==> src/verilog/lsu_pkg.sv <==
// load/store unit shared definitions
`default_nettype none

package lsu_pkg;

  // rv32i major opcodes
  localparam logic [6:0] OPC_LOAD  = 7'b0000011;
  localparam logic [6:0] OPC_STORE = 7'b0100011;

  // funct3 access size codes
  localparam logic [2:0] F3_B  = 3'b000;
  localparam logic [2:0] F3_H  = 3'b001;
  localparam logic [2:0] F3_W  = 3'b010;
  localparam logic [2:0] F3_BU = 3'b100;
  localparam logic [2:0] F3_HU = 3'b101;

  // data window, word addressed ram behind a byte base
  localparam int DMEM_AW = 10;
  localparam int DMEM_WORDS = 2 ** DMEM_AW;
  localparam logic [31:0] DMEM_BASE = 32'h0000_0600;

  // one instruction word, read as i-type for loads and s-type for stores
  typedef union packed {
    struct packed {
      logic [11:0] imm;
      logic [4:0]  rs1;
      logic [2:0]  funct3;
      logic [4:0]  rd;
      logic [6:0]  opcode;
    } i_fmt;
    struct packed {
      logic [6:0] imm_hi;
      logic [4:0] rs2;
      logic [4:0] rs1;
      logic [2:0] funct3;
      logic [4:0] imm_lo;
      logic [6:0] opcode;
    } s_fmt;
  } rv_mem_instr_u;

endpackage

`default_nettype wire

==> src/verilog/store_align.sv <==
// store lane placement
`default_nettype none

module store_align (
  input  logic [2:0]  funct3,
  input  logic [1:0]  byte_off,
  input  logic        mem_we,
  input  logic [31:0] rs2_val,
  output logic [3:0]  wr_mask,
  output logic [31:0] wr_data
);

  logic [3:0] lane_mask;

  always_comb begin
    case (funct3)
      lsu_pkg::F3_B: begin
        lane_mask = 4'b0001 << byte_off;
        wr_data   = {24'h0, rs2_val[7:0]} << {byte_off, 3'b000};
      end
      lsu_pkg::F3_H: begin
        // halfword lands in the low or high pair
        lane_mask = byte_off[1] ? 4'b1100 : 4'b0011;
        wr_data   = {16'h0, rs2_val[15:0]} << {byte_off[1], 4'b0000};
      end
      lsu_pkg::F3_W: begin
        lane_mask = 4'b1111;
        wr_data   = rs2_val;
      end
      default: begin
        lane_mask = 4'b0000;
        wr_data   = 32'h0;
      end
    endcase
  end

  // loads and faulty stores write nothing
  assign wr_mask = mem_we ? lane_mask : 4'b0000;

endmodule

`default_nettype wire

==> config.mk <==
export PLATFORM = sky130hd
export DESIGN_NAME = store_align
export DESIGN_NICKNAME = d
export VERILOG_FILES = /design/src/verilog/lsu_pkg.sv /design/src/verilog/store_align.sv
export SDC_FILE = /design/constraint.sdc
export NUM_CORES = 1
export LEC_CHECK = 0
export ABC_AREA = 0
export BUFFER_PORTS_ARGS = -buffer_cell sky130_fd_sc_hd__buf_2
export CAP_MARGIN = 20
export CORE_ASPECT_RATIO = 1.1
export CORE_MARGIN = 4
export CORE_UTILIZATION = 33
export DETAILED_ROUTE_END_ITERATION = 10
export GPL_TIMING_DRIVEN = 0
export PLACE_DENSITY_LB_ADDON = 0.25
export SLEW_MARGIN = 20
export SYNTH_ARGS = -nofsm -noshare
export SYNTH_HDL_FRONTEND = slang
export SYNTH_SLANG_ARGS = --single-unit
==> constraint.sdc <==
create_clock -name vclk -period 2
set_input_delay 0.4 -clock vclk [all_inputs]
set_output_delay 0.4 -clock vclk [all_outputs]
set_load 0.02 [all_outputs]
==> impl_metrics.csv <==
group,metric,value,unit
status,status,"completed",
cts,cts-resized-gates,0,
place,place_ws,-0.0107,ns
timing,fmax,521,MHz
timing,drv_slew,0,
route,ant_nets,0,
die,die_area,2430,um2
global_route,grt_start_max_net_pins,11,
logic_synthesis,synth_compound_area_frac,0.541,
pwr,p_total,220,uW
logic_synthesis,synth_fa_ha_area_frac,0,
global_route,antenna_found_initial,0,
global_route,gr-total-overflow,0,
logic_synthesis,synth_cell_types,24,
logic_synthesis,syn_nets,105,
final_layout,multiInputGateArea,514,um2
pwr,p_int,94.5,uW
timing,fin_ws,0.0790,ns
pwr,comb_power_share,1.000,
logic_synthesis,yosys.area_share.simple,0.374,
setup_path,worst_path_max_delay_cell,"nor4_4",
run,maxCapViolCount,0,
global_route,track_usage,0.186,
logic_synthesis,synth_mux_area_frac,0,
final_layout,clock_buffers,0,
min_path,hp-class,"in -> out",
route,drt_iter0_drc,10,
logic_synthesis,synthesis.area,562,um2
logic_synthesis,seq_area_frac_synth,0,
setup_path,crit_fanout,8,
timing,fin_crit,1.92,ns
logic_synthesis,ys_warn_count,0,
timing,tightestPinTransition,0.522,ns
setup_path,cp-start-kind,"input port",
setup_path,endpoint_kind,"output pin",
timing,rsz0062_at_grt,"false",
logic_synthesis,syn_inst,67,
place,io_buffers,72,
route,drtPass1Iterations,4,
final_layout,regArea,0,um2
global_route,grt_pass1_vias,815,
route,wirelength,2410,um
route,drc_errors,0,
setup_path,critical_path_arrival,1.52,ns
final_layout,area_growth,74.6,%
die,chipHeight,51.3,um
logic_synthesis,syn_avg_cell_area,8.38,um2
timing,finalSetupViolations,0,
pwr,power.density,225,nW/um2
final_layout,drive_gt1_frac,0.618,
final_layout,fillers,152,
die,die-width,47.3,um
final_layout,fin_nets,184,
die,design.core.area,1600,um2
timing,hold_slack,1.13,ns
setup_path,cp_cell_sequence,"buf_2 > inv_2 > nor4_4 > a21o_1 > buf_2",
setup_path,path_class,"in -> out",
logic_synthesis,synth_top_family_by_area,"compound AO/OA/AOI/OAI gates",
pwr,switching_share,0.571,
route,wl_per_cell,15.0,um
die,ios,74,
place,dp_hpwl,1960,um
cts,hold_buffers,0,
logic_synthesis,synthXorXnorAreaFrac,0,
route,avgViaCountPerCell,5.63,
pwr,pwr-share-seq,0,
die,fp-row-count,15,
setup_path,required,1.60,ns
final_layout,seq_cells,0,
setup_path,cpMostUsedCell,"buf_2",
die,initial_core_util,0.352,
route,vias,907,
place,dp_cells,156,
timing,maxSlewHeadroom,0.649,
final_layout,utilization,0.615,
global_route,grt_pass1_wl,3510,um
final_layout,insertedDiodeCount,0,
final_layout,final_cells,161,
setup_path,slowest_delay,0.51,ns
pwr,p_leak,0.627,nW
place,gp_congestion,0.798,
pwr,ir_drop,0.000102,V
timing,min_period_over_period,0.960,
timing,hold_violations,0,
pwr,p_sw,126,uW
pwr,power_frac_clock,0,
-- layout by cell type, fill, tap and decap left out --
master	instances
nor4_4	2
clkbuf_1	1
inv_2	1
o21ai_0	2
a21oi_2	1
buf_6	1
nand2b_1	1
nand2b_4	1
buf_4	7
nor3b_1	8
nor4bb_1	1
nor4b_1	1
buf_2	74
nand2_1	1
a21o_1	8
nor3_1	1
or2_1	1
a21oi_1	3
inv_1	1
nor4b_4	1
nor3b_4	1
nor2_1	1
nand3b_1	1
a22o_1	24
-- area by class of cell --
type / count / share of cell area
tap: 17 / 0.0217
timing repair buffer: 77 / 0.406
inverter: 2 / 0.00765
multi-input combinational: 59 / 0.524
buffer: 6 / 0.0408
-- power groups by stage --
stage / sequential (mW) / combinational, mW / clock, mW
after floorplan: 0 / 0.126 / 0
after global placement: 0 / 0.213 / 0
after detailed placement: 0 / 0.216 / 0
after CTS: 0 / 0.219 / 0
after global routing: 0 / 0.237 / 0
final: 0 / 0.220 / 0
-- final timing paths --
kind,start,endpoint,slack (ns),cells after the start
max,byte_off[1],wr_data[31],0.08,5
min,rs2_val[18],wr_data[18],1.13,3
-- cell usage after synthesis --
library cell | count | area [um2]
a21oi_2 | 1 | 8.76
inv_2 | 1 | 3.75
nor4b_1 | 1 | 8.76
nand2b_4 | 1 | 13.8
buf_6 | 1 | 11.3
nand3b_1 | 1 | 7.51
buf_2 | 2 | 10.0
nor4_4 | 2 | 42.5
nor3_1 | 1 | 5.00
nand2b_1 | 1 | 6.26
nor4b_4 | 1 | 23.8
nor3b_1 | 8 | 60.1
inv_1 | 1 | 3.75
or2_1 | 1 | 6.26
nor3b_4 | 1 | 18.8
nor4bb_1 | 1 | 10.0
clkbuf_1 | 1 | 3.75
o21ai_0 | 2 | 10.0
nor2_1 | 1 | 3.75
a21o_1 | 8 | 60.1
buf_4 | 2 | 15.0
a21oi_1 | 3 | 15.0
nand2_1 | 1 | 3.75
a22o_1 | 24 | 210
-- critical path: cells and delay by family --
kind	cells	cell delay (ns)
AOI/OAI and AO/OA	1	0.20
buffers and inverters	3	0.41
and+or+nand+nor	1	0.51
-- kinds of logic (layout without fill, tap and decap cells) --
| kind of cell | after synthesis | in the layout |
|---|---|---|
| compound gates | 38 | 38 |
| simple gates | 21 | 21 |
| buf+inv | 8 | 85 |
-- through the flow --
step / TNS [ns] / instance area [um2]
after floorplan: 0 / 562
after global routing: 0 / 981
after global placement: 0 / 943
after detailed placement: -0.0107 / 943
final: 0 / 981
after CTS: 0 / 958
-- what timing repair did --
action                                  CTS  global route
endpoints found under the setup margin    1             9
pin swaps                                 1             1
setup buffers                             2             3
-- layer usage --
metal / routed length (um) / GRT usage
met1: 842 / 0.202
met2: 1240 / 0.364
met3: 300 / 0.0282
met4: 25 / 0.0184
met5: 0 / 0
No activity file was read; power rests on OpenSTA's default activity.
