--- config.mk ---
export PLATFORM = sky130hd
export DESIGN_NAME = lsu_ctrl
export DESIGN_NICKNAME = d
export VERILOG_FILES = /design/src/verilog/lsu_pkg.sv /design/src/verilog/lsu_ctrl.sv
export SDC_FILE = /design/constraint.sdc
export NUM_CORES = 1
export LEC_CHECK = 0
export BUFFER_PORTS_ARGS = -buffer_cell sky130_fd_sc_hd__buf_2
export CAP_MARGIN = 20
export CORE_UTILIZATION = 53
export DETAILED_ROUTE_END_ITERATION = 7
export GPL_TIMING_DRIVEN = 0
export PLACE_DENSITY = 0.91
export SYNTH_ARGS = -nofsm -noshare
export SYNTH_HDL_FRONTEND = slang
export SYNTH_SLANG_ARGS = --single-unit
export TNS_END_PERCENT = 10
--- constraint.sdc ---
create_clock -name clkb -period 9.3 [get_ports clkb]
set_clock_uncertainty 0.1 [all_clocks]
set_input_delay 1.86 -clock clkb [delete_from_list [all_inputs] [get_ports clkb]]
set_output_delay 1.86 -clock clkb [all_outputs]
set_load 0.05 [all_outputs]
--- src/verilog/lsu_pkg.sv ---
// load/store unit shared definitions
`default_nettype none

package lsu_pkg;

  // rv32i major opcodes
  localparam logic [6:0] OPC_LOAD  = 7'b0000011;
  localparam logic [6:0] OPC_STORE = 7'b0100011;

  // funct3 access size codes
  localparam logic [2:0] F3_B  = 3'b000;
  localparam logic [2:0] F3_H  = 3'b001;
  localparam logic [2:0] F3_W  = 3'b010;
  localparam logic [2:0] F3_BU = 3'b100;
  localparam logic [2:0] F3_HU = 3'b101;

  // data window, word addressed ram behind a byte base
  localparam int DMEM_AW = 10;
  localparam int DMEM_WORDS = 2 ** DMEM_AW;
  localparam logic [31:0] DMEM_BASE = 32'h0000_0600;

  // one instruction word, read as i-type for loads and s-type for stores
  typedef union packed {
    struct packed {
      logic [11:0] imm;
      logic [4:0]  rs1;
      logic [2:0]  funct3;
      logic [4:0]  rd;
      logic [6:0]  opcode;
    } i_fmt;
    struct packed {
      logic [6:0] imm_hi;
      logic [4:0] rs2;
      logic [4:0] rs1;
      logic [2:0] funct3;
      logic [4:0] imm_lo;
      logic [6:0] opcode;
    } s_fmt;
  } rv_mem_instr_u;

endpackage

`default_nettype wire

--- src/verilog/lsu_ctrl.sv ---
// load/store control and address check
`default_nettype none

module lsu_ctrl (
  input  logic                       clkb,
  input  logic                       rstb,
  input  logic                       instr_valid,
  input  logic [31:0]                instr,
  input  logic [31:0]                rs1_val,
  output logic                       stall,
  output logic                       mem_en,
  output logic                       mem_we,
  output logic [lsu_pkg::DMEM_AW-1:0] word_index,
  output logic [1:0]                 byte_off,
  output logic [2:0]                 funct3,
  output logic                       load_valid,
  output logic [4:0]                 load_rd,
  output logic [2:0]                 load_funct3,
  output logic [1:0]                 load_byte_off,
  output logic                       access_fault
);

  lsu_pkg::rv_mem_instr_u ins;
  logic        is_load_op;
  logic        is_store_op;
  logic [31:0] imm_ext;
  logic [31:0] rel_addr;
  logic [2:0]  acc_f3;
  logic        f3_bad;
  logic        misaligned;
  logic        out_of_win;
  logic        fault;
  logic        issue_load;
  logic        issue_store;
  logic        pend_q;

  assign ins = instr;
  assign is_load_op  = (ins.i_fmt.opcode == lsu_pkg::OPC_LOAD);
  assign is_store_op = (ins.s_fmt.opcode == lsu_pkg::OPC_STORE);

  // funct3 sits at the same bits in both views
  assign acc_f3 = ins.i_fmt.funct3;

  // immediate comes from whichever view the opcode selects
  always_comb begin
    if (is_store_op) begin
      imm_ext = {{20{ins.s_fmt.imm_hi[6]}}, ins.s_fmt.imm_hi, ins.s_fmt.imm_lo};
    end else begin
      imm_ext = {{20{ins.i_fmt.imm[11]}}, ins.i_fmt.imm};
    end
  end

  // offset into the window; anything below the base wraps high
  assign rel_addr   = rs1_val + imm_ext - lsu_pkg::DMEM_BASE;
  assign out_of_win = (rel_addr >= 32'(lsu_pkg::DMEM_WORDS * 4));

  always_comb begin
    case (acc_f3)
      lsu_pkg::F3_B, lsu_pkg::F3_H, lsu_pkg::F3_W: f3_bad = 1'b0;
      lsu_pkg::F3_BU, lsu_pkg::F3_HU:              f3_bad = is_store_op;
      default:                                     f3_bad = 1'b1;
    endcase
    case (acc_f3)
      lsu_pkg::F3_H, lsu_pkg::F3_HU: misaligned = rel_addr[0];
      lsu_pkg::F3_W:                 misaligned = |rel_addr[1:0];
      default:                       misaligned = 1'b0;
    endcase
  end

  assign fault = f3_bad | misaligned | out_of_win;

  // a held load is not reissued in its response cycle
  assign issue_load  = instr_valid & is_load_op & ~pend_q;
  assign issue_store = instr_valid & is_store_op;

  assign stall      = issue_load;
  assign mem_en     = (issue_load | issue_store) & ~fault;
  assign mem_we     = issue_store & ~fault;
  assign word_index = rel_addr[lsu_pkg::DMEM_AW+1:2];
  assign byte_off   = rel_addr[1:0];
  assign funct3     = acc_f3;

  always_ff @(posedge clkb) begin
    if (rstb) begin
      pend_q       <= 1'b0;
      load_valid   <= 1'b0;
      access_fault <= 1'b0;
    end else begin
      pend_q       <= issue_load;
      load_valid   <= issue_load & ~fault;
      access_fault <= (issue_load | issue_store) & fault;
    end
  end

  // response fields for the extract stage
  always_ff @(posedge clkb) begin
    if (issue_load) begin
      load_rd       <= ins.i_fmt.rd;
      load_funct3   <= acc_f3;
      load_byte_off <= rel_addr[1:0];
    end
  end

endmodule

`default_nettype wire

==> flow_summary.toml, run 1 <==
[status]
outcome = "complete, no violations"

[worst_setup_path]
cp_cell_sequence = "buf_2, nor4_1, and3_1, nand2_1, mux2_2, ha_1, ha_1, inv_1, fa_1, nor2b_1, o2111ai_1, a21oi_1, o2111ai_1, a211o_1, a222oi_1, nand4_1, or4b_4, nor2_1, buf_2"
cp-end-kind = "output pin"
cp_num_buf_inv = 3
worst-setup-path-type = "in -> out"
required_ns = 7.34
start_kind = "primary input"
crit_path_max_fanout = 5
critPathTopFamily = "simple AND/OR/NAND/NOR gates"
worst_ep_arrival_time_ns = 6.81
cpPeakStageDelay_ns = 0.60
crit_slowest_cell = "or4b_4"

[floorplanning]
die_w_um = 77.7
die_area_um2 = 6040
initial_core_util = 0.552
die_h_um = 77.7
ios = 97
rows = 27
core_um2 = 5510

[clock_network]
cts_root_buffer = "clkbuf_8"
cts_buffer_depth = 2
htreeDepth = 1
tritoncts = "built"
clk_pin_slew_ns = 0.05
cts.sinks = 13
cts_buffers = 3
clock_latency_ns = 0.24
cts_resized = 0
cts_setup_buffers = 0
hold_buffers = 0

[synth]
syn_avg_cell_area_um2 = 7.49
yosysSeqAreaShare = 0.119
syn_area_um2 = 3040
syn_nets = 535
ys_ff_latch = 13
netlist_instances = 406
yosys.area_share.simple = 0.181
synthArstFlopShare = 0
synth_cell_type_count = 58
synth_edf_count = 10
synth_top_family_by_area = "adder cells"
synth_compound_gate_area_share = 0.255
synth_xor_area_frac = 0.0461
ys_warn_count = 0
synthAdderAreaFrac = 0.258
ys.flop_type = "edfxtp_1"
muxShareOfSynthArea = 0.0288

[sta]
min_period_ns = 8.77
hold_violations = 0
slew_headroom = 0.503
period_share = 0.943
fin_setup_tns_ns = 0
timing.final.ws_setup_ns = 0.527
rsz0062_at_grt = "no"
tightest_slew_ns = 0.744
fmax_mhz = 114
final-setup-viol-count = 0
drv_slew = 0

[flow_run]
drv_cap = 0

[finish]
fin_nets = 631
fin_area_um2 = 3630
fill_cells = 491
mostFrequentLayoutCells = "buf_2 (94), inv_1 (73), ha_1 (61)"
diodes = 0
final_common_cell = "buf_2"
register_area_um2 = 360
fin_cells = 573
syn_to_final_growth_pct = 19.4
multi_input_area_um2 = 2330
drive_above_1_share = 0.230

[pwr]
powerDensity_nw_per_um2 = 115
irDropWorstVdd_v = 0.0000690
power_leakage_nw = 1.90

[route]
ant_nets = 0
drc = 0
drt-total-wl_um = 7630
wl_per_cell_um = 13.3
drt-vias-per-instance = 5.79
drt-pass1-iter-count = 5
drtIter0Drc = 188
vias = 3318

[placed_design]
dp.cells = 569
place_ws_ns = 0.589
place_congestion = 0.899
hpwl_um = 6410
placed_cell_area_um2 = 3590
io_buffers = 91

[hold_path]
min-delay-path-class = "reg -> reg"

[global_routing]
grt_max_degree = 22
grt_pass1_wl_um = 12200
gr-total-overflow = 0
grt_pass1_vias = 2861
antenna_found_initial = 0
gr-usage-all-layers = 0.246
synth_stat cells, types with 2 or more instances:
| master | n | area [um^2] |
|---|---|---|
| and3_1 | 7 | 43.8 |
| dfxtp_1 | 3 | 60.1 |
| and2_1 | 5 | 31.3 |
| nand2b_1 | 2 | 12.5 |
| buf_2 | 3 | 15.0 |
| a41oi_1 | 2 | 17.5 |
| nor4_1 | 3 | 18.8 |
| nor2b_1 | 2 | 12.5 |
| a21o_1 | 14 | 105 |
| a211o_1 | 3 | 26.3 |
| a21oi_1 | 31 | 155 |
| clkbuf_1 | 6 | 22.5 |
| o2111ai_1 | 3 | 26.3 |
| nand2_1 | 29 | 109 |
| buf_4 | 3 | 22.5 |
| o21bai_1 | 4 | 30.0 |
| o31ai_1 | 2 | 15.0 |
| xnor2_1 | 11 | 96.3 |
| or4_1 | 2 | 15.0 |
| o21a_1 | 9 | 67.6 |
| inv_1 | 73 | 274 |
| a31oi_1 | 2 | 12.5 |
| nand3_1 | 7 | 35.0 |
| nor2_1 | 23 | 86.3 |
| or2_2 | 3 | 18.8 |
| nand4_1 | 12 | 75.1 |
| mux2i_1 | 2 | 20.0 |
| o311ai_0 | 2 | 17.5 |
| ha_1 | 61 | 763 |
| a221oi_1 | 3 | 26.3 |
| edfxtp_1 | 10 | 300 |
| o221ai_1 | 4 | 35.0 |
| o21ai_0 | 16 | 80.1 |
| xor2_1 | 5 | 43.8 |
| mux2_2 | 6 | 67.6 |
| a21boi_0 | 3 | 22.5 |
| nor3_1 | 4 | 20.0 |
| or3_1 | 5 | 31.3 |
| a2111oi_0 | 2 | 17.5 |
cells by family (layout without fill, tap and decap cells):
family / Yosys count / after routing
multiplexers: 8 / 8
AND/OR/NAND/NOR: 108 / 108
AO/OA/AOI/OAI: 113 / 113
buffers and inverters: 86 / 181
flip-flops: 13 / 13
adder cells (fa/ha/maj): 62 / 62
XOR/XNOR: 16 / 16
flip-flops by register name (all words and copies together), names as in the netlist:
register	flops
load_valid	1
access_fault	1
load_rd	5
pend_q	1
load_funct3	3
load_byte_off	2
final timing paths:
path,end,startpoint,cells after the start,slack [ns]
worst max-delay path,mem_we,instr[3],19,0.53
worst min-delay path,pend_q$_SDFF_PP0_,pend_q$_SDFF_PP0_,3,0.48
worst max register to register,load_funct3[1]$_DFFE_PP_,pend_q$_SDFF_PP0_,3,7.98
worst min register to register,pend_q$_SDFF_PP0_,pend_q$_SDFF_PP0_,3,0.48
worst min-delay path: stages, from the launching register on:
cell,delay (ns)
dfxtp_1,0.30
nor2_1,0.03
nand3_1,0.15
nor2_1,0.05
metal layers:
layer / part of all wire / GRT usage / up-vias
met1: 0.42 / 0.300 / 1491
met2: 0.48 / 0.442 / 154
li1: - / - / 1647
met3: 0.067 / 0.0282 / 26
met4: 0.026 / 0.0849 / 0
met5: 0 / 0 / -
power breakdown:
part	internal [mW]	switching (mW)
registers	0.0630	0.0000467
logic	0.111	0.196
clock network	0.0301	0.0185
metrics by stage:
step	hold slack [ns]	util	total power [mW]
3_3_place_gp	0.458	0.651	0.359
2_1_floorplan	0.429	-	0.296
5_1_grt	0.545	0.659	0.451
6_report	0.479	0.659	0.418
4_1_cts	0.482	0.659	0.417
3_5_place_dp	0.474	0.651	0.366
area by class of cell:
type,instances,share of cell area
buffer,13,0.0196
sequential,13,0.0992
clock buffer,4,0.0124
multi-input combinational,307,0.643
timing repair buffer,91,0.125
tap,72,0.0248
inverter,73,0.0755
(Power assumes the default switching activity.)
==> inputs of run 2 (changes only) <==
--- a/config.mk
+++ b/config.mk
@@ -7,6 +7,7 @@
 export LEC_CHECK = 0
 export BUFFER_PORTS_ARGS = -buffer_cell sky130_fd_sc_hd__buf_2
 export CAP_MARGIN = 20
+export CORE_MARGIN = 2
 export CORE_UTILIZATION = 53
 export DETAILED_ROUTE_END_ITERATION = 7
 export GPL_TIMING_DRIVEN = 0
==> run 2 against run 1 <==
Clock power is essentially flat. Critical endpoint is now mem_en. Setup slack lost 0.063 ns. Sequential power is essentially flat.
==> flow_summary.toml, run 2 (same netlist as run 1, synthesis figures left out) <==
[sta]
drv_slew = 0
rsz0062_at_grt = "no"
tightest_slew_ns = 0.720
slew_headroom = 0.520
min_period_ns = 8.84
fin_setup_tns_ns = 0
fmax_mhz = 113
final-setup-viol-count = 0
period_share = 0.950
hold_violations = 0

[global_routing]
grt_max_degree = 22
gr-usage-all-layers = 0.237
grt_pass1_wl_um = 12600
grt_pass1_vias = 3019
antenna_found_initial = 0
gr-total-overflow = 0

[finish]
regMostFlops = "load_rd"
drive_above_1_share = 0.230
fill_cells = 512
fin_nets = 631
final_common_cell = "buf_2"
syn_to_final_growth_pct = 19.5
diodes = 0
top_regs = "load_rd x5, load_funct3 x3, load_byte_off x2"
final_util = 0.656
mostFrequentLayoutCells = "buf_2 (94), inv_1 (73), ha_1 (61)"
largest_register_ffs = 5

[clock_network]
cts_setup_buffers = 0
hold_buffers = 0
cts_buffer_depth = 2
cts_buffers = 3
htreeDepth = 1
tritoncts = "built"
clk_pin_slew_ns = 0.05
cts_root_buffer = "clkbuf_8"
clock_latency_ns = 0.24
cts_resized = 0
cts.sinks = 13

[pwr]
seqPwrFrac = 0.150
switching_share = 0.514
clock_power_share = 0.115
irDropWorstVdd_v = 0.0000734
power_leakage_nw = 1.90
powerDensity_nw_per_um2 = 115
power.internal_mw = 0.204
combPwrFrac = 0.735
p_switching_mw = 0.216

[worst_setup_path]
worst-setup-path-type = "in -> out"
cp-end-kind = "output pin"
worst_ep_arrival_time_ns = 6.88
cp_num_buf_inv = 3
crit_path_max_fanout = 5
start_kind = "primary input"
cp_cell_sequence = "buf_2, nor4_1, and3_1, nand2_1, mux2_2, ha_1, ha_1, inv_1, fa_1, nor2b_1, o2111ai_1, a21o_1, a2111oi_1, o21ai_0, a222oi_1, nand4_1, or4b_4, nor2_1, buf_2"
cpPeakStageDelay_ns = 0.60
critPathTopFamily = "simple AND/OR/NAND/NOR gates"
required_ns = 7.34
crit_slowest_cell = "or4b_4"

[floorplanning]
ios = 97
initial_core_util = 0.549
die_h_um = 79.7
die_area_um2 = 6360
rows = 27
die_w_um = 79.7
core_um2 = 5540

[placed_design]
io_buffers = 91
hpwl_um = 6390
place_congestion = 0.898

[route]
drt-total-wl_um = 7560
ant_nets = 0
vias = 3296
drt-pass1-iter-count = 5
drtIter0Drc = 239
drt-vias-per-instance = 5.75
wl_per_cell_um = 13.2
drc = 0

[flow_run]
drv_cap = 0

[status]
outcome = "complete, no violations"

[hold_path]
min-delay-path-class = "reg -> reg"
==> run 2: cell types whose count changed in the layout (fill, tap and decap cells not counted) <==
cell / before / now
a2111oi_0: 2 / 1
a2111oi_1: 0 / 1
==> run 2: area by class of cell <==
type	count	area, um^2	area share
Tap cell	72	90.1	0.0248
Timing Repair Buffer	91	455	0.125
Buffer	13	71.3	0.0196
Clock buffer	4	45.0	0.0124
Sequential cell	13	360	0.0992
Inverter	73	274	0.0754
Multi-Input combinational cell	307	2340	0.643
==> run 2: layer usage <==
layer  global-route usage  vias to the layer above  wire [um]
met3               0.0271                       18        697
met2                0.454                      170       3710
met5                    0                        -          0
met1                0.272                     1461       3020
met4               0.0746                        0        139
li1                     -                     1647          -
==> run 2: final timing paths <==
path                                         from                         end  slack (ns)  cells after the start
worst max-delay path                     instr[3]                      mem_en        0.46                     19
worst min-delay path            pend_q$_SDFF_PP0_           pend_q$_SDFF_PP0_        0.50                      3
worst max register to register  pend_q$_SDFF_PP0_  load_byte_off[1]$_DFFE_PP_        7.94                      3
worst min register to register  pend_q$_SDFF_PP0_           pend_q$_SDFF_PP0_        0.50                      3
==> run 2: power groups by stage <==
stage / logic, mW / registers, mW / clock network (mW)
after CTS: 0.304 / 0.0630 / 0.0492
after detailed placement: 0.302 / 0.0641 / 0
final: 0.308 / 0.0630 / 0.0483
after global placement: 0.294 / 0.0641 / 0
after floorplan: 0.231 / 0.0648 / 0
after global routing: 0.338 / 0.0629 / 0.0519
==> run 2: worst min-delay path, cell delays in order (launching register included) <==
cell     delay (ns)
dfxtp_1        0.30
nor2_1         0.04
nand3_1        0.15
nor2_1         0.06
==> run 2: through the flow <==
stage                     hold WS (ns)  instances  total power, mW  worst slack [ns]  instance area (um^2)
after floorplan                  0.429        406            0.296             0.987                  3040
after global placement           0.448        569            0.358             0.625                  3590
after detailed placement         0.487        569            0.366             0.478                  3590
after CTS                        0.494        573            0.416             0.462                  3630
after global routing             0.546        573            0.453            0.0901                  3630
final                            0.497        573            0.419             0.464                  3630
==> inputs of run 3 (changes only) <==
--- a/config.mk
+++ b/config.mk
@@ -7,6 +7,7 @@
 export LEC_CHECK = 0
 export BUFFER_PORTS_ARGS = -buffer_cell sky130_fd_sc_hd__buf_2
 export CAP_MARGIN = 20
+export CORE_ASPECT_RATIO = 2
 export CORE_MARGIN = 2
 export CORE_UTILIZATION = 53
 export DETAILED_ROUTE_END_ITERATION = 7
==> run 3 against run 2 <==
Sequential power hardly changed. Power rose by 7.0%. Register-to-register slack better by 0.04 ns. Combinational power barely moved. Sequential cell count unchanged. Die area up 0.57%. Via count fell by 2.0%. Cell count decreased by 1.9%. Global-route usage rose by 0.080 points. Sequential share of layout area down 0.051 points. Critical path depth unchanged. Largest power group unchanged.
==> flow_summary.toml, run 3 (same netlist as run 1, synthesis figures left out) <==
[status]
outcome = "complete, no violations"

[worst_setup_path]
worst_ep_arrival_time_ns = 6.81
required_ns = 7.34
worst-setup-path-type = "in -> out"
cpPeakStageDelay_ns = 0.60
cp-end-kind = "output pin"
start_kind = "primary input"
cp_cell_sequence = "buf_2, nor4_1, and3_1, nand2_1, mux2_2, ha_1, ha_1, inv_1, fa_1, nor2b_1, o2111ai_1, a21o_1, a2111oi_0, o21ai_0, a222oi_1, nand4_1, or4b_4, nor2_1, buf_2"
crit_slowest_cell = "or4b_4"
crit_path_max_fanout = 5

[route]
drc = 0
drt-total-wl_um = 7440
drtIter0Drc = 122
vias = 3230
wl_per_cell_um = 13.2
drt-pass1-iter-count = 5
ant_nets = 0
drt-vias-per-instance = 5.75

[global_routing]
grt_max_degree = 22
grt_pass1_vias = 3097
antenna_found_initial = 0
grt_pass1_wl_um = 12800
gr-usage-all-layers = 0.238
gr-total-overflow = 0

[clock_network]
clk_pin_slew_ns = 0.04
hold_buffers = 0
cts_buffer_depth = 2
cts_buffers = 3
cts_setup_buffers = 0
clock_latency_ns = 0.24
cts.sinks = 13
cts_root_buffer = "clkbuf_16"
cts_resized = 0
htreeDepth = 1
tritoncts = "built"

[finish]
largest_register_ffs = 5
final_common_cell = "buf_2"
drive_above_1_share = 0.230
fin_nets = 631
top_regs = "load_rd x5, load_funct3 x3, load_byte_off x2"
fin_area_um2 = 3650
regMostFlops = "load_rd"
syn_to_final_growth_pct = 20.1
diodes = 0
mostFrequentLayoutCells = "buf_2 (94), inv_1 (73), ha_1 (61)"
fill_cells = 488

[floorplanning]
rows = 39
die_area_um2 = 6390
core_um2 = 5610
die_h_um = 111
die_w_um = 57.6
ios = 97
initial_core_util = 0.542

[hold_path]
min-delay-path-class = "reg -> reg"

[placed_design]
hpwl_um = 6170
place_congestion = 0.909
placed_cell_area_um2 = 3570
io_buffers = 91

[sta]
drv_slew = 0
final-setup-viol-count = 0
tightest_slew_ns = 0.742
fmax_mhz = 114
fin_setup_tns_ns = 0
period_share = 0.943
slew_headroom = 0.504
rsz0062_at_grt = "no"
min_period_ns = 8.77
hold_violations = 0

[pwr]
powerDensity_nw_per_um2 = 123
power_leakage_nw = 1.92
irDropWorstVdd_v = 0.000168

[flow_run]
drv_cap = 0
[run 3: worst paths after layout]
check / end / start / slack [ns] / depth (start not counted)
setup / recovery: mem_en / instr[3] / 0.53 / 19
hold / removal: pend_q$_SDFF_PP0_ / pend_q$_SDFF_PP0_ / 0.47 / 3
setup reg to reg: load_byte_off[1]$_DFFE_PP_ / pend_q$_SDFF_PP0_ / 7.98 / 3
hold reg to reg: pend_q$_SDFF_PP0_ / pend_q$_SDFF_PP0_ / 0.47 / 3
[run 3: metrics by stage]
step / hold WS (ns) / power, mW / instances / utilization / setup slack (ns)
finish: 0.465 / 0.449 / 562 / 0.651 / 0.526
global route: 0.511 / 0.481 / 562 / 0.651 / 0.219
CTS: 0.466 / 0.446 / 562 / 0.651 / 0.536
detailed placement: 0.458 / 0.365 / 558 / 0.637 / 0.577
global placement: 0.450 / 0.359 / 558 / 0.637 / 0.625
floorplan: 0.429 / 0.296 / 406 / - / 0.987
[run 3: report_power, final]
part / switching [mW] / leakage, nW / internal, mW
Combinational: 0.194 / 1.77 / 0.110
Clock: 0.0231 / 0.0382 / 0.0578
Sequential: 0.0000361 / 0.114 / 0.0631
Total: 0.218 / 1.92 / 0.231
[run 3: routing by layer]
| layer | share of wire | wire length (um) | track usage | vias to the layer above |
|---|---|---|---|---|
| met4 | 0.035 | 261 | 0.0868 | 0 |
| met5 | 0 | 0 | 0 | - |
| met1 | 0.40 | 3000 | 0.283 | 1440 |
| met3 | 0.050 | 372 | 0.0233 | 27 |
| met2 | 0.51 | 3810 | 0.424 | 107 |
| li1 | - | - | - | 1656 |
[run 3: layout make-up]
class	instances	area, um^2	share of cell area
Multi-Input combinational cell	307	2330	0.639
Timing Repair Buffer	91	455	0.125
Sequential cell	13	360	0.0987
Inverter	73	274	0.0751
Clock buffer	4	78.8	0.0216
Tap cell	61	76.3	0.0209
Buffer	13	71.3	0.0195
[run 3: worst max-delay path: cells and delay by family]
kind            cells  cell delay, ns
compound gates      5            1.44
buf+inv             3            0.42
fa+ha+maj           3            0.85
simple gates        7            1.91
mux                 1            0.33
