## src/verilog/lsu_pkg.sv

```systemverilog
// load/store unit shared definitions
`default_nettype none

package lsu_pkg;

  // rv32i major opcodes
  localparam logic [6:0] OPC_LOAD  = 7'b0000011;
  localparam logic [6:0] OPC_STORE = 7'b0100011;

  // funct3 access size codes
  localparam logic [2:0] F3_B  = 3'b000;
  localparam logic [2:0] F3_H  = 3'b001;
  localparam logic [2:0] F3_W  = 3'b010;
  localparam logic [2:0] F3_BU = 3'b100;
  localparam logic [2:0] F3_HU = 3'b101;

  // data window, word addressed ram behind a byte base
  localparam int DMEM_AW = 10;
  localparam int DMEM_WORDS = 2 ** DMEM_AW;
  localparam logic [31:0] DMEM_BASE = 32'h0000_0600;

  // one instruction word, read as i-type for loads and s-type for stores
  typedef union packed {
    struct packed {
      logic [11:0] imm;
      logic [4:0]  rs1;
      logic [2:0]  funct3;
      logic [4:0]  rd;
      logic [6:0]  opcode;
    } i_fmt;
    struct packed {
      logic [6:0] imm_hi;
      logic [4:0] rs2;
      logic [4:0] rs1;
      logic [2:0] funct3;
      logic [4:0] imm_lo;
      logic [6:0] opcode;
    } s_fmt;
  } rv_mem_instr_u;

endpackage

`default_nettype wire

```

## src/verilog/load_extract.sv

```systemverilog
// load byte select and extension
`default_nettype none

module load_extract (
  input  logic [31:0] rd_word,
  input  logic [2:0]  load_funct3,
  input  logic [1:0]  load_byte_off,
  output logic [31:0] load_data
);

  logic [31:0] shifted;
  logic [7:0]  sel_byte;
  logic [15:0] sel_half;

  // move the addressed lane down to bit 0
  assign shifted  = rd_word >> {load_byte_off, 3'b000};
  assign sel_byte = shifted[7:0];
  assign sel_half = load_byte_off[1] ? rd_word[31:16] : rd_word[15:0];

  always_comb begin
    case (load_funct3)
      lsu_pkg::F3_B:  load_data = {{24{sel_byte[7]}}, sel_byte};
      lsu_pkg::F3_H:  load_data = {{16{sel_half[15]}}, sel_half};
      lsu_pkg::F3_BU: load_data = {24'h0, sel_byte};
      lsu_pkg::F3_HU: load_data = {16'h0, sel_half};
      lsu_pkg::F3_W:  load_data = rd_word;
      // illegal sizes never reach here with load_valid set
      default:        load_data = 32'h0;
    endcase
  end

endmodule

`default_nettype wire

```

## config.mk

```make
export PLATFORM = sky130hd
export DESIGN_NAME = load_extract
export DESIGN_NICKNAME = d
export VERILOG_FILES = /design/src/verilog/lsu_pkg.sv /design/src/verilog/load_extract.sv
export SDC_FILE = /design/constraint.sdc
export NUM_CORES = 1
export LEC_CHECK = 0
export BUFFER_PORTS_ARGS = -buffer_cell sky130_fd_sc_hd__buf_2
export CORE_MARGIN = 1.5
export CORE_UTILIZATION = 30
export DETAILED_ROUTE_END_ITERATION = 10
export PLACE_DENSITY = 0.68
export SLEW_MARGIN = 20
export SYNTH_ARGS = -nofsm -noshare
export SYNTH_HDL_FRONTEND = slang
export SYNTH_SLANG_ARGS = --single-unit
```

## constraint.sdc

```tcl
create_clock -name vclk -period 1
set_input_delay 0.05 -clock vclk [all_inputs]
set_output_delay 0.05 -clock vclk [all_outputs]
set_load 0.01 [all_outputs]
```

==> qor.json, run 1 <==
{
  "drt_first_iter_violations": {"value": 34},
  "core_region_area": {"value": 2540, "unit": "µm²"},
  "synthesized_area_divided_by_synthesized_cell_count": {"value": 7.41, "unit": "µm²"},
  "gp_congestion": {"value": 0.836},
  "post-route-drc-count": {"value": 0},
  "globalRouteOverflowTotal": {"value": 0},
  "maxCapViolCount": {"value": 0},
  "yosysWarnings": {"value": 0},
  "post_drt_via_cell_ratio": {"value": 5.56},
  "rsz_0062_raised_after_global_routing": {"value": "yes"},
  "power_density": {"value": 505, "unit": "nW/µm²"},
  "n_antenna_cell": {"value": 0},
  "wl_per_cell": {"value": 14.4, "unit": "µm"},
  "grt_max_degree": {"value": 18},
  "place_hpwl": {"value": 2.51, "unit": "mm"},
  "detail-route-antenna-nets": {"value": 0},
  "fin_nets": {"value": 232},
  "crit_path_start_kind": {"value": "input port"},
  "clock.fmax": {"value": 834, "unit": "MHz"},
  "route.final.wire_length": {"value": 3.20, "unit": "mm"},
  "synth_area": {"value": 822, "unit": "µm²"},
  "worst-slew-pin-transition": {"value": 0.272, "unit": "ns"},
  "n_fill_cell": {"value": 229},
  "floorplan.io_pins": {"value": 69},
  "via_count": {"value": 1239},
  "final.setup.tns": {"value": -3.78, "unit": "ns"},
  "synth.distinct_cells": {"value": 28},
  "min_delay_path_depth": {"value": 3},
  "timing.hold.ws": {"value": 0.413, "unit": "ns"},
  "cts-hold-fix-buffers": {"value": 0},
  "status": {"value": "complete, but fails checks"},
  "initial_utilization": {"value": 32.3, "unit": "%"},
  "cp-startpoint": {"value": "load_byte_off[0]"},
  "slew-limit-headroom": {"value": 81.4, "unit": "%"},
  "setup-violations-final": {"value": 27},
  "floorplan.die.width": {"value": 55.3, "unit": "µm"},
  "dp_slack": {"value": -0.252, "unit": "ns"},
  "total_leakage_power": {"value": 0.000748, "unit": "µW"},
  "timing.setup.critical_path_class": {"value": "input port to output port"},
  "worst_ep_arrival_time": {"value": 1.15, "unit": "ns"},
  "fp-row-count": {"value": 18},
  "critPathRequiredTime": {"value": 0.95, "unit": "ns"},
  "power.total": {"value": 726, "unit": "µW"},
  "violations": {"value": "setup timing"},
  "cp-endpoint": {"value": "load_data[9]"},
  "number_of_global_route_vias_before_repair": {"value": 1098},
  "final.min_clock_period": {"value": 1.20, "unit": "ns"},
  "post_synth_inst_count": {"value": 111},
  "final_core_util": {"value": 56.4, "unit": "%"},
  "die_area": {"value": 3060, "unit": "µm²"},
  "firstDrtPassIters": {"value": 4},
  "worstPathMaxFanout": {"value": 11},
  "area.growth.synth_to_final": {"value": 74.7, "unit": "%"},
  "irDropWorstVdd": {"value": 237, "unit": "µV"},
  "crit_path_end_kind": {"value": "output port"},
  "ys_seq_area_share": {"value": 0, "unit": "%"},
  "synth.net_count": {"value": 148},
  "grt_first_pass_wirelength": {"value": 5.18, "unit": "mm"},
  "hold_class": {"value": "input port to output port"},
  "fraction_of_layout_instances_using_a_drive_strength_above_1": {"value": 58.5, "unit": "%"},
  "clock_buffers": {"value": 0},
  "final_min_period_over_clock_period": {"value": 120, "unit": "%"},
  "numSequentialCells": {"value": 0},
  "die_h": {"value": 55.3, "unit": "µm"},
  "finalMaxSlewViolations": {"value": 0},
  "initial_antenna_violation_count": {"value": 0},
  "timing_hold_violations_final": {"value": 0},
  "register_area": {"value": 0, "unit": "µm²"},
  "grt_use_total": {"value": 19.4, "unit": "%"},
  "port_buffers": {"value": 69},
  "postLayoutSetupSlackWorst": {"value": -0.199, "unit": "ns"}
}
==> power by group <==
part / switching (µW) / internal (µW)
Combinational: 343 / 383
Sequential: 0 / 0
Clock: 0 / 0
Total: 343 / 383
==> worst max-delay path, cell delays in order <==
cell and delay [ns]:
sky130_fd_sc_hd__buf_8 0.10, sky130_fd_sc_hd__mux2_4 0.30, sky130_fd_sc_hd__a22oi_4 0.22, sky130_fd_sc_hd__buf_6 0.17, sky130_fd_sc_hd__o221ai_1 0.14, sky130_fd_sc_hd__buf_2 0.17
==> metal layers <==
layer	global-route usage, %	up-vias	part of all wire (%)
met5	0	-	0
met4	3.83	0	1.0
met3	2.11	4	7.3
met2	31.8	54	48
met1	27.3	569	43
li1	-	612	-
==> how the worst min path moves through the flow <==
stage,startpoint,end,slack [ns]
2_1_floorplan,rd_word[10],load_data[10],0.23
3_3_place_gp,rd_word[2],load_data[2],0.41
3_5_place_dp,rd_word[3],load_data[3],0.41
4_1_cts,rd_word[3],load_data[3],0.41
5_1_grt,rd_word[3],load_data[3],0.42
6_report,rd_word[3],load_data[3],0.41
==> through the flow <==
stage	cell area [µm²]	instances
final	1440	223
after global routing	1440	223
after CTS	1390	221
after detailed placement	1300	221
after global placement	1300	221
after floorplan	842	111
==> cell usage after synthesis, types with 2 or more instances <==
cell | n | area, µm²
sky130_fd_sc_hd__o22ai_1 | 4 | 25.0
sky130_fd_sc_hd__buf_4 | 3 | 22.5
sky130_fd_sc_hd__nand2b_1 | 2 | 12.5
sky130_fd_sc_hd__nor3_1 | 3 | 15.0
sky130_fd_sc_hd__buf_6 | 5 | 56.3
sky130_fd_sc_hd__mux2i_1 | 8 | 80.1
sky130_fd_sc_hd__nand3_1 | 16 | 80.1
sky130_fd_sc_hd__a221o_1 | 3 | 30.0
sky130_fd_sc_hd__clkbuf_1 | 2 | 7.51
sky130_fd_sc_hd__o211ai_1 | 16 | 120
sky130_fd_sc_hd__buf_2 | 4 | 20.0
sky130_fd_sc_hd__o221ai_1 | 5 | 43.8
sky130_fd_sc_hd__o21ai_1 | 4 | 20.0
sky130_fd_sc_hd__nor2b_1 | 2 | 12.5
sky130_fd_sc_hd__nor2_1 | 2 | 7.51
sky130_fd_sc_hd__a22oi_1 | 4 | 30.0
sky130_fd_sc_hd__mux2_2 | 9 | 101
sky130_fd_sc_hd__nand2_1 | 9 | 33.8
==> cells by family (layout without fill, tap and decap cells) <==
logic type | count (synthesis) | count (layout) | synth area share [%]
mux | 18 | 18 | 23.9
simple gates | 39 | 39 | 25.3
compound gates | 40 | 40 | 37.9
buf+inv | 14 | 96 | 12.9
==> cell usage in the layout (no fill, tap or decap), types with 2 or more instances in the layout <==
master	n
sky130_fd_sc_hd__o21ai_1	4
sky130_fd_sc_hd__buf_2	65
sky130_fd_sc_hd__nor3_1	3
sky130_fd_sc_hd__a221o_1	3
sky130_fd_sc_hd__nand2b_1	2
sky130_fd_sc_hd__o221ai_1	5
sky130_fd_sc_hd__o211ai_1	16
sky130_fd_sc_hd__nand2_1	9
sky130_fd_sc_hd__nor2_1	2
sky130_fd_sc_hd__mux2_4	7
sky130_fd_sc_hd__nand3_1	16
sky130_fd_sc_hd__buf_4	21
sky130_fd_sc_hd__buf_8	3
sky130_fd_sc_hd__buf_6	3
sky130_fd_sc_hd__a22oi_1	4
sky130_fd_sc_hd__buf_12	3
sky130_fd_sc_hd__o22ai_1	4
sky130_fd_sc_hd__mux2i_1	7
sky130_fd_sc_hd__mux2_2	3
==> area by class of cell <==
cell class / instances / area [µm²] / area share [%]
multi-input cells: 97 / 752 / 52.4
well taps: 30 / 37.5 / 2.61
repair buffers: 96 / 647 / 45.0
==> timing repair <==
| action | CTS | global route |
|---|---|---|
| resized for setup | 23 | 5 |
| setup buffers | 0 | 1 |
| cloned | 0 | 1 |
| endpoints found under the setup margin | 32 | 32 |
| pin swaps | 1 | 2 |
Note: power is estimated with default switching activity, not from simulation.
==> run 2: changes to the inputs <==
--- a/config.mk
+++ b/config.mk
@@ -6,7 +6,7 @@
 export NUM_CORES = 1
 export LEC_CHECK = 0
 export BUFFER_PORTS_ARGS = -buffer_cell sky130_fd_sc_hd__buf_2
-export CORE_MARGIN = 1.5
+export CORE_MARGIN = 2
 export CORE_UTILIZATION = 30
 export DETAILED_ROUTE_END_ITERATION = 10
 export PLACE_DENSITY = 0.68
==> qor.json, run 2 (synthesis gave the netlist of run 1 again) <==
{
  "area.growth.synth_to_final": {"value": 90.4, "unit": "%"},
  "power.total": {"value": 812, "unit": "µW", "change": "+12%"},
  "worstPathMaxFanout": {"value": 7, "change": "-4"},
  "critPathRequiredTime": {"value": 0.95, "unit": "ns", "change": "about the same"},
  "route.final.wire_length": {"value": 3.83, "unit": "mm", "change": "+20%"},
  "drt_first_iter_violations": {"value": 70, "change": "+110%"},
  "port_buffers": {"value": 69, "change": "unchanged"},
  "die_h": {"value": 56.3, "unit": "µm", "change": "+1.8%"},
  "core_region_area": {"value": 2540, "unit": "µm²", "change": "unchanged"},
  "initial_utilization": {"value": 32.3, "unit": "%", "change": "unchanged"},
  "irDropWorstVdd": {"value": 292, "unit": "µV", "change": "+23%"},
  "floorplan.io_pins": {"value": 69, "change": "unchanged"},
  "place_hpwl": {"value": 2.63, "unit": "mm", "change": "+4.9%"},
  "clock.fmax": {"value": 812, "unit": "MHz", "change": "-2.6%"},
  "globalRouteOverflowTotal": {"value": 0, "change": "unchanged"},
  "cts-hold-fix-buffers": {"value": 0, "change": "unchanged"},
  "floorplan.die.width": {"value": 56.3, "unit": "µm", "change": "+1.8%"},
  "postPlaceCellArea": {"value": 1320, "unit": "µm²", "change": "+1.2%"},
  "slew-limit-headroom": {"value": 77.0, "unit": "%", "change": "-4.4 points"},
  "numSequentialCells": {"value": 0, "change": "unchanged"},
  "grt_max_degree": {"value": 29, "change": "+11"},
  "fp-row-count": {"value": 18, "change": "unchanged"},
  "grtUsageMet3": {"value": 0.922, "unit": "%", "change": "-1.2 points"},
  "maxCapViolCount": {"value": 0, "change": "unchanged"},
  "n_antenna_cell": {"value": 0, "change": "unchanged"},
  "grt_busiest_layer": {"value": "met2"},
  "gp_congestion": {"value": 0.857, "change": "+2.5%"},
  "rsz_0062_raised_after_global_routing": {"value": "yes"},
  "grt_first_pass_wirelength": {"value": 5.87, "unit": "mm", "change": "+13%"},
  "crit_path_end_kind": {"value": "output port"},
  "wl_per_cell": {"value": 16.7, "unit": "µm", "change": "+16%"},
  "dp_slack": {"value": -0.301, "unit": "ns", "change": "-0.0488 ns"},
  "worst-slew-pin-transition": {"value": 0.345, "unit": "ns", "change": "+0.0731 ns"},
  "firstDrtPassIters": {"value": 4, "change": "unchanged"},
  "register_area": {"value": 0, "unit": "µm²", "change": "unchanged"},
  "final_core_util": {"value": 61.5, "unit": "%", "change": "+5.1 points"},
  "timing.setup.critical_path_class": {"value": "input port to output port"},
  "postLayoutSetupSlackWorst": {"value": -0.232, "unit": "ns", "change": "-0.0320 ns"},
  "die_area": {"value": 3170, "unit": "µm²", "change": "+3.6%"},
  "finalMaxSlewViolations": {"value": 0, "change": "unchanged"},
  "violations": {"value": "setup timing"},
  "final_min_period_over_clock_period": {"value": 123, "unit": "%", "change": "+3.2 points"},
  "placed_cells": {"value": 223, "change": "+0.90%"},
  "post_drt_via_cell_ratio": {"value": 5.62, "change": "+1.1%"},
  "setup-violations-final": {"value": 32, "change": "+19%"},
  "finish.instance_area": {"value": 1570, "unit": "µm²", "change": "+9.0%"},
  "hold_class": {"value": "input port to output port"},
  "number_of_global_route_vias_before_repair": {"value": 1211, "change": "+10%"},
  "power_density": {"value": 519, "unit": "nW/µm²", "change": "+2.7%"},
  "mostFrequentLayoutCell": {"value": "sky130_fd_sc_hd__buf_2"},
  "highest_count_cells_in_the_layout_ignoring_fill_and_taps": {"value": "sky130_fd_sc_hd__buf_2 (65), sky130_fd_sc_hd__buf_4 (25), sky130_fd_sc_hd__nand3_1 (16), sky130_fd_sc_hd__o211ai_1 (16), sky130_fd_sc_hd__nand2_1 (9)"},
  "grt_use_met1": {"value": 30.6, "unit": "%", "change": "+3.3 points"},
  "crit_path_start_kind": {"value": "input port"},
  "final.min_clock_period": {"value": 1.23, "unit": "ns", "change": "+0.0320 ns"},
  "fraction_of_layout_instances_using_a_drive_strength_above_1": {"value": 64.8, "unit": "%", "change": "+6.3 points"},
  "initial_antenna_violation_count": {"value": 0, "change": "unchanged"},
  "post-route-drc-count": {"value": 0, "change": "unchanged"},
  "grt.met2_usage": {"value": 39.0, "unit": "%", "change": "+7.2 points"},
  "total_leakage_power": {"value": 0.000786, "unit": "µW", "change": "+5.2%"},
  "clock_buffers": {"value": 0, "change": "unchanged"},
  "instances_no_fill": {"value": 229, "change": "+2.7%"},
  "fin_nets": {"value": 238, "change": "+2.6%"},
  "timing_hold_violations_final": {"value": 0, "change": "unchanged"},
  "status": {"value": "complete, but fails checks"},
  "grt_use_total": {"value": 22.4, "unit": "%", "change": "+3.0 points"},
  "detail-route-antenna-nets": {"value": 0, "change": "unchanged"},
  "via_count": {"value": 1286, "change": "+3.8%"},
  "worst_ep_arrival_time": {"value": 1.18, "unit": "ns", "change": "+0.03 ns"}
}
-- run 2: cell count changes in the layout (fill, tap and decap cells not counted), sizes merged --
| cell | before | now |
|---|---|---|
| buf | 95 | 102 |
| clkbuf | 1 | 0 |
-- run 2: path summary, 6_finish.rpt --
path / startpoint / end / slack (ns) / cells after the start
max: load_byte_off[0] / load_data[11] / -0.23 / 6
min: rd_word[3] / load_data[3] / 0.42 / 3
-- run 2: per-stage QoR --
stage | setup TNS (ns) | hold slack [ns]
3_3_place_gp | -5.83 | 0.416
6_report | -5.11 | 0.416
3_5_place_dp | -7.28 | 0.417
5_1_grt | -6.17 | 0.442
4_1_cts | -5.61 | 0.418
2_1_floorplan | 0 | 0.230
-- run 2: area by class of cell --
class | count | area [µm²]
Timing Repair Buffer | 102 | 698
Multi-Input combinational cell | 97 | 830
Tap cell | 30 | 37.5
Fill cell | 229 | 980
-- run 2: per-layer routing --
layer / routed length (µm) / part of all wire [%]
met5: 0 / 0
met2: 1870 / 49
met4: 78 / 2.0
met3: 229 / 6.0
met1: 1650 / 43
-- run 2: where the power goes --
group	internal (µW)	total (µW)	leakage [µW]	switching, µW
Sequential	0	0	0	0
Combinational	423	812	0.000786	390
Clock	0	0	0	0
-- run 2: worst max-delay path: stages --
cell	delay, ns
sky130_fd_sc_hd__buf_8	0.10
sky130_fd_sc_hd__mux2_4	0.31
sky130_fd_sc_hd__a22oi_4	0.27
sky130_fd_sc_hd__buf_6	0.18
sky130_fd_sc_hd__o221ai_2	0.11
sky130_fd_sc_hd__buf_2	0.16
-- run 2: timing repair --
action	in CTS	in global routing
pin swaps	15	6
gates resized for setup	40	4
endpoints found under the setup margin	32	32
buffers inserted	3	0
hold endpoints to repair	0	0
cloned	3	0
==> run 3: changes to the inputs <==
--- a/config.mk
+++ b/config.mk
@@ -6,10 +6,10 @@
 export NUM_CORES = 1
 export LEC_CHECK = 0
 export BUFFER_PORTS_ARGS = -buffer_cell sky130_fd_sc_hd__buf_2
-export CORE_MARGIN = 2
 export CORE_UTILIZATION = 30
 export DETAILED_ROUTE_END_ITERATION = 10
 export PLACE_DENSITY = 0.68
+export REMOVE_ABC_BUFFERS = 1
 export SLEW_MARGIN = 20
 export SYNTH_ARGS = -nofsm -noshare
 export SYNTH_HDL_FRONTEND = slang
==> qor.json, run 3 (synthesis gave the netlist of run 1 again) <==
{
  "status": {"value": "complete, but fails checks"},
  "violations": {"value": "setup timing"},
  "wl_per_cell": {"value": 14.8, "unit": "µm", "change": "-12%"},
  "cpLargestDelayFamily": {"value": "buffers and inverters"},
  "post-route-drc-count": {"value": 0, "change": "unchanged"},
  "number_of_global_route_vias_before_repair": {"value": 1196, "change": "-1.2%"},
  "highest_count_cells_in_the_layout_ignoring_fill_and_taps": {"value": "sky130_fd_sc_hd__buf_2 (66), sky130_fd_sc_hd__buf_4 (30), sky130_fd_sc_hd__nand3_1 (16), sky130_fd_sc_hd__o211ai_1 (16)"},
  "critical_path_depth": {"value": 6, "change": "unchanged"},
  "setup-violations-final": {"value": 32, "change": "unchanged"},
  "grt_max_degree": {"value": 19, "change": "-34%"},
  "fp-row-count": {"value": 18, "change": "unchanged"},
  "die_h": {"value": 54.3, "unit": "µm", "change": "-3.5%"},
  "floorplan.io_pins": {"value": 69, "change": "unchanged"},
  "crit_path_end_kind": {"value": "output port"},
  "grt_first_pass_wirelength": {"value": 5.26, "unit": "mm", "change": "-10%"},
  "final_min_period_over_clock_period": {"value": 119, "unit": "%", "change": "-3.9 points"},
  "wl_met2": {"value": 1.70, "unit": "mm", "change": "-9.1%"},
  "timing.setup.critical_path_class": {"value": "input port to output port"},
  "floorplan.die.width": {"value": 54.3, "unit": "µm", "change": "-3.5%"},
  "worst-slew-pin-transition": {"value": 0.298, "unit": "ns", "change": "-0.0464 ns"},
  "worstPathMaxFanout": {"value": 5, "change": "-2"},
  "register_area": {"value": 0, "unit": "µm²", "change": "unchanged"},
  "globalRouteOverflowTotal": {"value": 0, "change": "unchanged"},
  "met3_length": {"value": 244, "unit": "µm", "change": "+6.6%"},
  "total_leakage_power": {"value": 0.000785, "unit": "µW", "change": "-0.12%"},
  "clock.fmax": {"value": 839, "unit": "MHz", "change": "+3.3%"},
  "postLayoutSetupSlackWorst": {"value": -0.192, "unit": "ns", "change": "+0.0391 ns"},
  "power_density": {"value": 511, "unit": "nW/µm²", "change": "-1.5%"},
  "timing_hold_violations_final": {"value": 0, "change": "unchanged"},
  "hold_class": {"value": "input port to output port"},
  "clock_buffers": {"value": 0, "change": "unchanged"},
  "maxCapViolCount": {"value": 0, "change": "unchanged"},
  "drt_first_iter_violations": {"value": 20, "change": "-71%"},
  "met1_length": {"value": 1.45, "unit": "mm", "change": "-12%"},
  "numSequentialCells": {"value": 0, "change": "unchanged"},
  "finalMaxSlewViolations": {"value": 0, "change": "unchanged"},
  "initial_antenna_violation_count": {"value": 0, "change": "unchanged"},
  "detail-route-antenna-nets": {"value": 0, "change": "unchanged"},
  "via_count": {"value": 1268, "change": "-1.4%"},
  "top_layer_used": {"value": "met4"},
  "post_drt_via_cell_ratio": {"value": 5.49, "change": "-2.3%"},
  "gp_congestion": {"value": 0.810, "change": "-5.4%"},
  "final.min_clock_period": {"value": 1.19, "unit": "ns", "change": "-0.0391 ns"},
  "n_fill_cell": {"value": 230, "change": "+0.44%"},
  "critPathRequiredTime": {"value": 0.95, "unit": "ns", "change": "about the same"},
  "die_area": {"value": 2950, "unit": "µm²", "change": "-7.0%"},
  "irDropWorstVdd": {"value": 327, "unit": "µV", "change": "+12%"},
  "firstDrtPassIters": {"value": 4, "change": "unchanged"},
  "core_region_area": {"value": 2520, "unit": "µm²", "change": "-0.88%"},
  "cp-startpoint": {"value": "load_byte_off[0]"},
  "n_antenna_cell": {"value": 0, "change": "unchanged"},
  "mostFrequentLayoutCell": {"value": "sky130_fd_sc_hd__buf_2"},
  "critical_path.slowest_cell": {"value": "sky130_fd_sc_hd__mux2_4"},
  "fin_nets": {"value": 240, "change": "+0.84%"},
  "rsz_0062_raised_after_global_routing": {"value": "yes"},
  "critPathMaxStageDelay": {"value": 0.30, "unit": "ns", "change": "about the same"},
  "cts-hold-fix-buffers": {"value": 0, "change": "unchanged"},
  "cp_num_buf_inv": {"value": 3, "change": "unchanged"},
  "cells_along_the_critical_path": {"value": "buf_8 -> mux2_4 -> a22oi_4 -> buf_4 -> o221ai_1 -> buf_2"},
  "area.growth.synth_to_final": {"value": 86.8, "unit": "%"},
  "place_hpwl": {"value": 2.56, "unit": "mm", "change": "-2.6%"},
  "port_buffers": {"value": 69, "change": "unchanged"},
  "worst_ep_arrival_time": {"value": 1.14, "unit": "ns", "change": "-0.04 ns"},
  "grt_use_total": {"value": 23.4, "unit": "%", "change": "+1.0 points"},
  "cp-endpoint": {"value": "load_data[7]"},
  "route.final.wire_length": {"value": 3.41, "unit": "mm", "change": "-11%"},
  "timing.hold.ws": {"value": 0.417, "unit": "ns", "change": "+0.00120 ns"},
  "crit_path_start_kind": {"value": "input port"},
  "initial_utilization": {"value": 32.6, "unit": "%", "change": "+0.29 points"},
  "slew-limit-headroom": {"value": 80.0, "unit": "%", "change": "+3.0 points"},
  "dp_slack": {"value": -0.288, "unit": "ns", "change": "+0.0123 ns"},
  "fraction_of_layout_instances_using_a_drive_strength_above_1": {"value": 62.7, "unit": "%", "change": "-2.1 points"}
}
[run 3: routing by layer]
layer / GRT usage (%) / up-vias
met5: 0 / -
met4: 1.28 / 0
met3: 1.39 / 2
met2: 44.3 / 62
met1: 29.9 / 581
li1: - / 623
[run 3: worst min path at each step]
stage	startpoint	end	slack [ns]	depth (start not counted)
after CTS	rd_word[3]	load_data[3]	0.42	3
after global placement	rd_word[10]	load_data[10]	0.41	4
final	rd_word[3]	load_data[3]	0.42	3
after detailed placement	rd_word[9]	load_data[9]	0.42	4
after global routing	rd_word[3]	load_data[3]	0.44	3
after floorplan	load_funct3[1]	load_data[0]	0.20	1
[run 3: layout make-up]
type / count / area, µm² / share of cell area, %
tap: 30 / 37.5 / 2.44
multi-input combinational: 97 / 818 / 53.3
timing repair buffer: 104 / 679 / 44.3
[run 3: tightest hold or removal path: cells and delay by family]
family	cells	cell delay, ns
AOI/OAI and AO/OA	1	0.12
buffers and inverters	2	0.20
[run 3: stage by stage]
stage / cells / util [%] / TNS (ns) / area (µm²) / power, µW
final: 231 / 60.9 / -4.32 / 1540 / 785
after global routing: 231 / 60.9 / -5.88 / 1540 / 843
after CTS: 231 / 60.5 / -4.62 / 1530 / 772
after detailed placement: 225 / 52.2 / -6.99 / 1320 / 655
after global placement: 225 / 52.2 / -5.53 / 1320 / 642
after floorplan: 97 / - / -1.23 / 716 / 302
[run 3: power by group]
part	internal [µW]	switching, µW
clock	0	0
combinational	412	373
sequential	0	0
[run 3: what timing repair did]
| action | CTS | global route |
|---|---|---|
| setup buffers | 5 | 0 |
| endpoints found under the setup margin | 32 | 32 |
| gates resized for setup | 38 | 2 |
| cloned | 1 | 0 |
| pin swaps | 10 | 6 |
